`config.mk`:
```
export PLATFORM = sky130hd
export DESIGN_NAME = msgbank_top
export DESIGN_NICKNAME = d
export VERILOG_FILES = /design/src/design/msgbank_pkg.sv /design/src/design/msgbank_free_slots.sv /design/src/design/msgbank_store.sv /design/src/design/msgbank_list_ctrl.sv /design/src/design/msgbank_release_arb.sv /design/src/design/msgbank_top.sv
export SDC_FILE = /design/constraint.sdc
export NUM_CORES = 1
export LEC_CHECK = 0
export BUFFER_PORTS_ARGS = -buffer_cell sky130_fd_sc_hd__buf_4
export CAP_MARGIN = 15
export CORE_MARGIN = 4
export CORE_UTILIZATION = 54
export CTS_BUF_LIST = sky130_fd_sc_hd__clkbuf_16
export CTS_CLUSTER_DIAMETER = 80
export DETAILED_ROUTE_END_ITERATION = 10
export PLACE_DENSITY_LB_ADDON = 0.3
export SKIP_CTS_REPAIR_TIMING = 1
export SYNTH_ARGS = -nofsm -noshare
export SYNTH_HDL_FRONTEND = slang
export SYNTH_SLANG_ARGS = --single-unit
```
`constraint.sdc`:
```
create_clock -name clk_i -period 4.25 [get_ports clk_i]
set_input_delay 0.2125 -clock clk_i [delete_from_list [all_inputs] [get_ports clk_i]]
set_output_delay 0.2125 -clock clk_i [all_outputs]
set_load 0.02 [all_outputs]
```
`src/design/msgbank_pkg.sv`:
```
/*
 * Message bank constants
 * Widths, identifier count and shared store capacity for the
 * linked-list message bank.
 */

package msgbank_pkg;

  // Identifier field in the low bits of each message
  localparam int ID_WIDTH = 3;

  // One list per identifier
  localparam int NUM_IDS = 1 << ID_WIDTH;

  // Full message including the identifier
  localparam int MSG_WIDTH = 16;

  // Payload held above the identifier
  localparam int PAYLOAD_WIDTH = MSG_WIDTH - ID_WIDTH;

  // Slots in the shared store
  localparam int CAPACITY = 16;

  // Slot address
  localparam int ADDR_WIDTH = $clog2(CAPACITY);

  // List length must reach CAPACITY itself
  localparam int LEN_WIDTH = $clog2(CAPACITY + 1);

endpackage

```
`src/design/msgbank_free_slots.sv`:
```
/*
 * Free-slot tracker for the shared message store
 * Keeps one occupancy bit per slot, finds the lowest free slot
 * and flags a full store.
 */

`timescale 1ns/10ps

module msgbank_free_slots
  import msgbank_pkg::*;
(
  input  logic                  clk_i,
  input  logic                  rst_ni,
  input  logic                  alloc_i,
  input  logic                  release_valid_i,
  input  logic [ADDR_WIDTH-1:0] release_addr_i,
  output logic [ADDR_WIDTH-1:0] free_addr_o,
  output logic                  full_o
);

  logic [CAPACITY-1:0] used_q;
  logic [CAPACITY-1:0] used_d;
  logic [CAPACITY-1:0] free_onehot;
  logic [CAPACITY-1:0] set_mask;
  logic [CAPACITY-1:0] clr_mask;

  // Lowest zero bit of the occupancy vector, all zero when full
  assign free_onehot = ~used_q & (used_q + CAPACITY'(1));

  // One-hot to binary
  always_comb begin
    free_addr_o = '0;
    for (int i = 0; i < CAPACITY; i++) begin
      if (free_onehot[i]) begin
        free_addr_o = free_addr_o | ADDR_WIDTH'(i);
      end
    end
  end

  assign full_o = ~|free_onehot;

  assign set_mask = alloc_i ? free_onehot : '0;
  assign clr_mask = release_valid_i ? (CAPACITY'(1) << release_addr_i) : '0;

  // A released slot is never the one being allocated
  assign used_d = (used_q | set_mask) & ~clr_mask;

  always_ff @(posedge clk_i or negedge rst_ni) begin
    if (!rst_ni) begin
      used_q <= '0;
    end else begin
      used_q <= used_d;
    end
  end

endmodule

```
`src/design/msgbank_store.sv`:
```
/*
 * Shared message store
 * Payload and next-pointer memories, written on the clock edge
 * and read combinationally at the current head address.
 */

`timescale 1ns/10ps

module msgbank_store
  import msgbank_pkg::*;
(
  input  logic                     clk_i,
  input  logic                     pay_we_i,
  input  logic [ADDR_WIDTH-1:0]    pay_waddr_i,
  input  logic [PAYLOAD_WIDTH-1:0] pay_wdata_i,
  input  logic                     link_we_i,
  input  logic [ADDR_WIDTH-1:0]    link_waddr_i,
  input  logic [ADDR_WIDTH-1:0]    link_wdata_i,
  input  logic [ADDR_WIDTH-1:0]    raddr_i,
  output logic [PAYLOAD_WIDTH-1:0] pay_rdata_o,
  output logic [ADDR_WIDTH-1:0]    next_rdata_o
);

  logic [PAYLOAD_WIDTH-1:0] pay_mem  [CAPACITY];
  logic [ADDR_WIDTH-1:0]    next_mem [CAPACITY];

  always_ff @(posedge clk_i) begin
    if (pay_we_i) begin
      pay_mem[pay_waddr_i] <= pay_wdata_i;
    end
  end

  // Links the previous tail to the newly pushed slot
  always_ff @(posedge clk_i) begin
    if (link_we_i) begin
      next_mem[link_waddr_i] <= link_wdata_i;
    end
  end

  assign pay_rdata_o  = pay_mem[raddr_i];
  assign next_rdata_o = next_mem[raddr_i];

endmodule

```
`src/design/msgbank_list_ctrl.sv`:
```
/*
 * Per-identifier linked-list control
 * Tracks head, tail and length of every list and issues the
 * store writes for pushes and the head advance for pops.
 */

`timescale 1ns/10ps

module msgbank_list_ctrl
  import msgbank_pkg::*;
(
  input  logic                  clk_i,
  input  logic                  rst_ni,
  input  logic                  push_i,
  input  logic [ID_WIDTH-1:0]   push_id_i,
  input  logic [ADDR_WIDTH-1:0] free_addr_i,
  input  logic                  pop_i,
  input  logic [ID_WIDTH-1:0]   pop_id_i,
  input  logic [ADDR_WIDTH-1:0] next_rdata_i,
  output logic                  pay_we_o,
  output logic [ADDR_WIDTH-1:0] pay_waddr_o,
  output logic                  link_we_o,
  output logic [ADDR_WIDTH-1:0] link_waddr_o,
  output logic [ADDR_WIDTH-1:0] link_wdata_o,
  output logic [ADDR_WIDTH-1:0] head_addr_o,
  output logic [NUM_IDS-1:0]    nonempty_o
);

  logic [ADDR_WIDTH-1:0] head_q [NUM_IDS];
  logic [ADDR_WIDTH-1:0] head_d [NUM_IDS];
  logic [ADDR_WIDTH-1:0] tail_q [NUM_IDS];
  logic [ADDR_WIDTH-1:0] tail_d [NUM_IDS];
  logic [LEN_WIDTH-1:0]  len_q  [NUM_IDS];
  logic [LEN_WIDTH-1:0]  len_d  [NUM_IDS];

  logic [NUM_IDS-1:0] push_sel;
  logic [NUM_IDS-1:0] pop_sel;
  logic [LEN_WIDTH-1:0] push_len;
  logic push_keeps_list;

  assign push_sel = push_i ? (NUM_IDS'(1) << push_id_i) : '0;
  assign pop_sel  = pop_i ? (NUM_IDS'(1) << pop_id_i) : '0;

  // The pushed list stays nonempty unless its only element leaves now
  assign push_len = len_q[push_id_i];
  assign push_keeps_list = (push_len > LEN_WIDTH'(1)) ||
                           ((push_len == LEN_WIDTH'(1)) && !pop_sel[push_id_i]);

  // Store write requests
  assign pay_we_o     = push_i;
  assign pay_waddr_o  = free_addr_i;
  assign link_we_o    = push_i && push_keeps_list;
  assign link_waddr_o = tail_q[push_id_i];
  assign link_wdata_o = free_addr_i;

  // Head of the list being released
  assign head_addr_o = head_q[pop_id_i];

  always_comb begin
    for (int i = 0; i < NUM_IDS; i++) begin
      nonempty_o[i] = (len_q[i] != '0);
    end
  end

  always_comb begin
    for (int i = 0; i < NUM_IDS; i++) begin
      head_d[i] = head_q[i];
      tail_d[i] = tail_q[i];
      len_d[i]  = len_q[i];

      // Pop advances to the stored successor
      if (pop_sel[i]) begin
        head_d[i] = next_rdata_i;
      end

      if (push_sel[i]) begin
        tail_d[i] = free_addr_i;
        // New slot also becomes head when the list empties or was empty
        if (!push_keeps_list) begin
          head_d[i] = free_addr_i;
        end
      end

      // Push and pop together leave the length unchanged
      if (push_sel[i] && !pop_sel[i]) begin
        len_d[i] = len_q[i] + LEN_WIDTH'(1);
      end else if (pop_sel[i] && !push_sel[i]) begin
        len_d[i] = len_q[i] - LEN_WIDTH'(1);
      end
    end
  end

  always_ff @(posedge clk_i or negedge rst_ni) begin
    if (!rst_ni) begin
      for (int i = 0; i < NUM_IDS; i++) begin
        head_q[i] <= '0;
        tail_q[i] <= '0;
        len_q[i]  <= '0;
      end
    end else begin
      for (int i = 0; i < NUM_IDS; i++) begin
        head_q[i] <= head_d[i];
        tail_q[i] <= tail_d[i];
        len_q[i]  <= len_d[i];
      end
    end
  end

endmodule

```
`src/design/msgbank_release_arb.sv`:
```
/*
 * Release arbiter
 * Masks the nonempty lists with the release enables, grants the
 * lowest remaining identifier and forms the outgoing message.
 */

`timescale 1ns/10ps

module msgbank_release_arb
  import msgbank_pkg::*;
(
  input  logic [NUM_IDS-1:0]       release_en_i,
  input  logic [NUM_IDS-1:0]       nonempty_i,
  input  logic [PAYLOAD_WIDTH-1:0] pay_rdata_i,
  output logic [ID_WIDTH-1:0]      grant_id_o,
  output logic                     out_valid_o,
  output logic [MSG_WIDTH-1:0]     data_o
);

  logic [NUM_IDS-1:0] eligible;
  logic [NUM_IDS-1:0] grant_onehot;

  assign eligible = nonempty_i & release_en_i;

  // Lowest set bit wins
  assign grant_onehot = eligible & ~(eligible - NUM_IDS'(1));

  always_comb begin
    grant_id_o = '0;
    for (int i = 0; i < NUM_IDS; i++) begin
      if (grant_onehot[i]) begin
        grant_id_o = grant_id_o | ID_WIDTH'(i);
      end
    end
  end

  assign out_valid_o = |eligible;

  // Identifier goes back into the low bits
  assign data_o = {pay_rdata_i, grant_id_o};

endmodule

```
`src/design/msgbank_top.sv`:
```
/*
 * Linked-list message bank
 * Messages are kept per identifier in a shared store and released
 * lowest identifier first among the release-enabled lists.
 */

`timescale 1ns/10ps

module msgbank_top
  import msgbank_pkg::*;
(
  input  logic                 clk_i,
  input  logic                 rst_ni,
  input  logic                 in_valid_i,
  output logic                 in_ready_o,
  input  logic [MSG_WIDTH-1:0] data_i,
  output logic                 out_valid_o,
  input  logic                 out_ready_i,
  output logic [MSG_WIDTH-1:0] data_o,
  input  logic [NUM_IDS-1:0]   release_en_i
);

  logic                     push;
  logic                     pop;
  logic [ID_WIDTH-1:0]      in_id;
  logic [PAYLOAD_WIDTH-1:0] in_payload;
  logic [ADDR_WIDTH-1:0]    free_addr;
  logic                     full;
  logic                     pay_we;
  logic [ADDR_WIDTH-1:0]    pay_waddr;
  logic                     link_we;
  logic [ADDR_WIDTH-1:0]    link_waddr;
  logic [ADDR_WIDTH-1:0]    link_wdata;
  logic [ADDR_WIDTH-1:0]    head_addr;
  logic [NUM_IDS-1:0]       nonempty;
  logic [ID_WIDTH-1:0]      grant_id;
  logic [PAYLOAD_WIDTH-1:0] pay_rdata;
  logic [ADDR_WIDTH-1:0]    next_rdata;

  assign in_id      = data_i[ID_WIDTH-1:0];
  assign in_payload = data_i[MSG_WIDTH-1:ID_WIDTH];

  // Ready comes from registered occupancy only
  assign in_ready_o = !full;
  assign push       = in_valid_i && !full;
  assign pop        = out_valid_o && out_ready_i;

  msgbank_free_slots u_free_slots (
    .clk_i           (clk_i),
    .rst_ni          (rst_ni),
    .alloc_i         (push),
    .release_valid_i (pop),
    .release_addr_i  (head_addr),
    .free_addr_o     (free_addr),
    .full_o          (full)
  );

  msgbank_list_ctrl u_list_ctrl (
    .clk_i        (clk_i),
    .rst_ni       (rst_ni),
    .push_i       (push),
    .push_id_i    (in_id),
    .free_addr_i  (free_addr),
    .pop_i        (pop),
    .pop_id_i     (grant_id),
    .next_rdata_i (next_rdata),
    .pay_we_o     (pay_we),
    .pay_waddr_o  (pay_waddr),
    .link_we_o    (link_we),
    .link_waddr_o (link_waddr),
    .link_wdata_o (link_wdata),
    .head_addr_o  (head_addr),
    .nonempty_o   (nonempty)
  );

  msgbank_store u_store (
    .clk_i        (clk_i),
    .pay_we_i     (pay_we),
    .pay_waddr_i  (pay_waddr),
    .pay_wdata_i  (in_payload),
    .link_we_i    (link_we),
    .link_waddr_i (link_waddr),
    .link_wdata_i (link_wdata),
    .raddr_i      (head_addr),
    .pay_rdata_o  (pay_rdata),
    .next_rdata_o (next_rdata)
  );

  msgbank_release_arb u_release_arb (
    .release_en_i (release_en_i),
    .nonempty_i   (nonempty),
    .pay_rdata_i  (pay_rdata),
    .grant_id_o   (grant_id),
    .out_valid_o  (out_valid_o),
    .data_o       (data_o)
  );

endmodule

```
==> results of run 1 <==
[registers in the layout, indices dropped and copies added, names as in the netlist]
name,flops
u_free_slots.used_q,16
u_list_ctrl.tail_q,32
u_list_ctrl.head_q,32
u_store.pay_mem,208
u_store.next_mem,64
u_list_ctrl.len_q,40
[layout make-up]
class	count	area (um^2)
clock buffer	40	1000
clock inverter	33	214
fill	2383	11500
inverter	35	131
multi-input combinational	959	6700
sequential	392	11200
tap	442	553
timing repair buffer	188	1630
[layer usage]
metal	wire length (um)	track usage (%)
met3	3240	3.16
met4	1320	7.76
met2	22200	40.2
met1	18500	33.5
met5	0	0
[kinds of logic (layout without fill, tap and decap cells)]
family          count (synthesis)  count (layout)  share of synthesized area (%)
fa+ha+maj                      40              40                           3.09
simple gates                  460             460                           11.8
compound gates                308             309                           11.2
xor+xnor                       41              41                           1.98
buf+inv                       110             296                           2.64
flops                         392             392                           61.6
mux                           109             109                           7.71
[synthesized netlist by cell type, drive strengths merged (16+ instances only)]
cell type | number | area [um^2]
a2111oi | 17 | 168
nand4 | 16 | 100
a31oi | 49 | 307
buf | 37 | 204
ha | 32 | 400
a21o | 16 | 120
dfrtp | 120 | 3000
nand3 | 58 | 295
xor2 | 16 | 140
o21ai | 83 | 427
mux2i | 71 | 711
and3 | 18 | 113
nor2 | 104 | 398
mux4 | 23 | 518
clkbuf | 38 | 144
nor3 | 25 | 125
edfxtp | 272 | 8170
inv | 35 | 131
xnor2 | 25 | 219
a211oi | 26 | 208
a21oi | 74 | 389
nand2 | 178 | 668
[power groups by stage]
| stage | Clock (mW) | Sequential [mW] | Combinational [mW] |
|---|---|---|---|
| after CTS | 3.32 | 5.66 | 8.00 |
| final | 3.26 | 5.68 | 8.45 |
| after floorplan | 0 | 5.61 | 4.91 |
| after global placement | 0 | 5.69 | 7.78 |
| after detailed placement | 0 | 5.72 | 7.95 |
| after global routing | 3.48 | 5.76 | 9.06 |
[stage by stage]
step                      utilization, %  power, mW  instances  hold WS [ns]
after floorplan                        -       10.5       1460       -0.0831
after global placement              60.1       13.5       1987         0.250
after detailed placement            60.1       13.7       1987         0.252
after CTS                           63.8       17.0       2060        -0.324
after global routing                65.1       18.3       2089        0.0490
final                               65.1       17.4       2089        0.0223
[worst register-to-register path, delay by kind of cell (launching register included)]
family          cells  cell delay [ns]
flops               1             0.39
buf+inv             2             0.34
simple gates        4             1.49
compound gates      7             1.85
[worst paths after layout]
kind                                            to  cells past startpoint             startpoint
min in group asynchronous    u_list_ctrl.len_q[17]                      2                 rst_ni
min reg2reg                  u_list_ctrl.len_q[29]                      1  u_list_ctrl.len_q[29]
max                                     data_o[15]                     15  u_list_ctrl.len_q[22]
min                        u_free_slots.used_q[12]                      3             in_valid_i
max in group asynchronous   u_list_ctrl.head_q[26]                      3                 rst_ni
max reg2reg                 u_list_ctrl.head_q[12]                     13  u_list_ctrl.len_q[22]
[cells in the final DEF (no fill, tap or decap), drive strengths merged, types with 26 or more instances in the layout]
cell type  instances
a31oi             49
buf              173
nand2            178
inv               53
clkbuf            41
a211oi            26
a21oi             74
nor2             104
ha                32
mux2i             71
nand3             58
o21ai             84
dfrtp            120
edfxtp           272
==> summary.md, run 1 <==
| Metric | Value |
|---|---|
| Initial core utilization | `55.2%` |
| CTS clock-pin slew for the worst setup and hold paths | `0.06 ns` |
| Vias | `12.7k` |
| Final setup margin | `-0.587 ns` |
| Syn. warnings | `0` |
| Clk buf depth | `3` |
| FP Rows | `66` |
| Critical path's largest stage delay | `0.61 ns` |
| Worst slew margin | `36.7%` |
| DP Area | `0.0198 mm^2` |
| Yosys cell types | `66` |
| CP required | `4.04 ns` |
| Routed len/inst | `21.6 um` |
| CORE AREA | `0.0329 mm^2` |
| Post-synthesis sequential area ratio | `61.6%` |
| Synthesized net count | `1528` |
| Hold Violations, Final | `0` |
| Critical path endpoint category | `primary output` |
| Layout Skew | `0.0232 ns` |
| Vias/cell | `6.09` |
| DIE AREA | `0.0366 mm^2` |
| Peak supply drop | `0.429 mV` |
| Root buffer cell | `clkbuf_16` |
| Total gr overflow | `0` |
| RSZ-0062 raised after global routing | `yes` |
| Max-cap violations | `0` |
| Top_reg_cell synth | `edfxtp_1` |
| Chip Height | `191 um` |
| Flop2flop setup slack | `0.07 ns` |
| Final setup viols | `13` |
| Internal power | `10.5 mW` |
| Cells after Synth | `1460` |
| Dpl ws | `-0.0984 ns` |
| DRT iter0 DRCs | `1380` |
| Initial antenna violation count | `0` |
| Fin Setup TNS | `-6.65 ns` |
| Share of cells above drive strength 1 | `18.9%` |
| FMAX | `207 MHz` |
| Global-route wire length before repair | `69200 um` |
| Crit-path leading delay family | `compound AO/OA/AOI/OAI gates` |
| Total iterations of the first detailed-routing run | `6` |
| Worst-Margin Slew | `0.949 ns` |
| TritonCTS Sinks | `392` |
| Detailed Place HPWL | `29400 um` |
| CTS HTree Levels | `2` |
| Startpoint types | `register` |
| Mapped cell area | `0.0181 mm^2` |
| Worst hold-check path type | `primary input to register` |
| Antenna Violating Nets Remaining | `0` |
| WS Path Type | `register to primary output` |
| Final wirelength | `45200 um` |
| RD Place Congestion | `0.964` |
| Slew Viols, Final | `0` |
| IO Pins | `46` |
| Clock power frac | `18.8%` |
| Slowest-stage cell, CP | `or4_1` |
| Number of synthesized register bits | `392` |
| PortBufs | `45` |
| Failing checks | `setup timing` |
| Status | `finished, violations left` |
| CP arrival | `4.62 ns` |
| Largest net degree at the start of global routing | `46` |
| CTS tree | `built` |
| Sequential power share | `32.7%` |
| Die X | `191 um` |
| TritonCTS Buffers | `40` |
| Total GRT Usage | `24.2%` |
| Sw frac | `39.7%` |
| Ant diodes | `0` |
| WP buf/inv | `4` |
| Nets | `1684` |
| Period minus WS final | `4.84 ns` |
| Drt drc | `0` |
| Final instance area | `0.0214 mm^2` |
| Async set-reset flop share out of synthesis | `30.6%` |
| Combinational power share | `48.6%` |
| Crit-path cells | `or4_1, o21a_1, nor2_4, a21oi_2, buf_4, a2111o_2, a21oi_4, a211oi_4, buf_12, buf_12, mux2i_1, mux4_2, nor2b_1, a31oi_1, buf_4` |
| P per Cell Area | `812 mW/mm^2` |
| Area growth, synth to finish | `18.1%` |
| Worst-Skew Late Latency | `0.56 ns` |
| Vias in the first global route | `12.5k` |
| Mapped Avg Cell Area | `12.4 um^2` |
| Peak fanout along the critical path | `13` |
| Static Leak | `8.09 nW` |
| Switching power | `6.90 mW` |
| Post-synth EDFFs | `272` |
| Part of the cycle the worst path needs | `114%` |
No activity file was read; power rests on OpenSTA's default activity.
==> run 2, diff against run 1 <==
==> constraint.sdc (replaced) <==
create_clock -name clk_i -period 4.3 [get_ports clk_i]
set_input_delay 0.215 -clock clk_i [delete_from_list [all_inputs] [get_ports clk_i]]
set_output_delay 0.215 -clock clk_i [all_outputs]
set_load 0.02 [all_outputs]
==> summary.md, run 2 (same netlist as run 1, synthesis figures left out) <==
| Metric | Value |
|---|---|
| Part of the cycle the worst path needs | `112%` |
| Static Leak | `8.10 nW` |
| Initial antenna violation count | `0` |
| Worst setup startpoint | `u_list_ctrl.len_q[7]` |
| Internal power | `10.6 mW` |
| Drt drc | `0` |
| RSZ-0062 raised after global routing | `yes` |
| Largest net degree at the start of global routing | `52` |
| Worst-Margin Slew | `0.856 ns` |
| TritonCTS Buffers | `41` |
| Reg2Reg Depth | `13` |
| Sw frac | `39.6%` |
| Detailed Place HPWL | `30200 um` |
| Switching power | `6.92 mW` |
| Share of cells above drive strength 1 | `20.0%` |
| Vias | `12.9k` |
| Biggest register | `u_store.pay_mem` |
| P per Cell Area | `813 mW/mm^2` |
| Largest register FFs | `208` |
| FP Rows | `66` |
| Die X | `191 um` |
| Vias/cell | `6.16` |
| Commonest non-fill, non-tap cell in the layout | `edfxtp_1` |
| Peak fanout along the critical path | `19` |
| Sequential power share | `32.3%` |
| Total GRT Usage | `24.4%` |
| Final wirelength | `46200 um` |
| # fillers | `2460` |
| Critical path endpoint category | `primary output` |
| Combinational power share | `48.4%` |
| Final std cells w/o fill | `2091` |
| Minimum hold slack | `-0.00413 ns` |
| Status | `finished, violations left` |
| DIE AREA | `0.0366 mm^2` |
| PortBufs | `45` |
| Antenna Violating Nets Remaining | `0` |
| Hold Violations, Final | `5` |
| Area growth, synth to finish | `18.6%` |
| Worst hold path depth | `1` |
| Global-route wire length before repair | `69800 um` |
| CTS HTree Levels | `2` |
| Worst-Skew Late Latency | `0.54 ns` |
| CTS clock-pin slew for the worst setup and hold paths | `0.06 ns` |
| Flop2flop setup slack | `0.07 ns` |
| Layout Skew | `0.0215 ns` |
| Final setup viols | `13` |
| Crit Reg-Reg Endpoint | `u_list_ctrl.head_q[10]` |
| Chip Height | `191 um` |
| Total gr overflow | `0` |
| TritonCTS Sinks | `392` |
| CP required | `4.09 ns` |
| CP arrival | `4.62 ns` |
| Clock power frac | `19.3%` |
| CTS tree | `built` |
| WS Path Type | `register to primary output` |
| Initial core utilization | `55.2%` |
| R2R Path Start | `u_list_ctrl.len_q[7]` |
| Peak supply drop | `0.470 mV` |
| Root buffer cell | `clkbuf_16` |
| Worst slew margin | `42.7%` |
| Failing checks | `hold timing, setup timing` |
| Max-cap violations | `0` |
| Final setup margin | `-0.530 ns` |
| Startpoint types | `register` |
| Routed len/inst | `22.1 um` |
| Clk buf depth | `3` |
| FMAX | `207 MHz` |
| IO Pins | `46` |
| DRT iter0 DRCs | `1327` |
| Placed Cells | `1978` |
| Hold path endpoint | `u_store.pay_mem[11][12]` |
| Total iterations of the first detailed-routing run | `8` |
| HP Start | `data_i[15]` |
| Fin util | `65.4%` |
| Period minus WS final | `4.83 ns` |
| Slew Viols, Final | `0` |
| Dpl ws | `-0.0417 ns` |
| Largest regs | `u_store.pay_mem x208, u_store.next_mem x64, u_list_ctrl.len_q x40` |
| Ant diodes | `0` |
| Vias in the first global route | `12.3k` |
| Nets | `1684` |
| RD Place Congestion | `0.982` |
| Worst hold-check path type | `primary input to register` |
| CORE AREA | `0.0329 mm^2` |
| Commonest non-fill, non-tap cells in the layout | `edfxtp_1, nand2_1, buf_4, dfrtp_1, nor2_1` |
==> run 2: worst max path at each step <==
stage | endpoint | slack [ns] | cells after the start
floorplan | data_o[12] | 0.34 | 13
global route | data_o[3] | -0.65 | 14
CTS | data_o[11] | -0.64 | 14
finish | data_o[3] | -0.53 | 14
detailed placement | data_o[11] | -0.04 | 14
global placement | data_o[15] | 0.03 | 15
==> run 2: layout make-up <==
type	instances	area, um^2	area share, %
clock inverters	35	258	1.20
flip-flops and latches	392	11200	51.9
inverters	35	134	0.622
repair buffers	187	1640	7.63
multi-input cells	959	6730	31.3
clock buffers	41	1030	4.77
well taps	442	553	2.57
==> run 2: critical path, cell delays in order (launching register included) <==
cell       delay (ns)
dfrtp_1          0.40
or4_4            0.53
o21a_1           0.24
o211a_1          0.31
o21ai_1          0.29
a21boi_4         0.12
a2111oi_4        0.50
a211oi_4         0.15
buf_12           0.19
buf_12           0.16
mux2i_1          0.13
mux4_2           0.47
nor2b_1          0.15
a31oi_1          0.23
buf_4            0.20
==> run 2: stage by stage <==
step	power [mW]	instance area [um^2]	setup TNS (ns)
after floorplan	10.4	18100	0
after global placement	13.1	19700	0
after detailed placement	13.3	19700	-0.0919
after CTS	16.7	20900	-7.55
after global routing	18.4	21500	-7.57
final	17.5	21500	-5.85
==> run 2: layer usage <==
metal | routed length [um] | GRT usage [%] | vias up
met1 | 18600 | 34.9 | 6362
met4 | 1320 | 7.38 | 0
met2 | 22500 | 39.4 | 638
li1 | - | - | 5785
met3 | 3780 | 3.41 | 104
met5 | 0 | 0 | -
==> run 2: power by group through the flow <==
stage               Combinational [mW]  Clock [mW]  Sequential [mW]
finish                            8.47        3.37             5.64
global route                      9.06        3.59             5.71
CTS                               7.69        3.41             5.61
detailed placement                7.65           0             5.68
global placement                  7.48           0             5.64
floorplan                         4.85           0             5.54
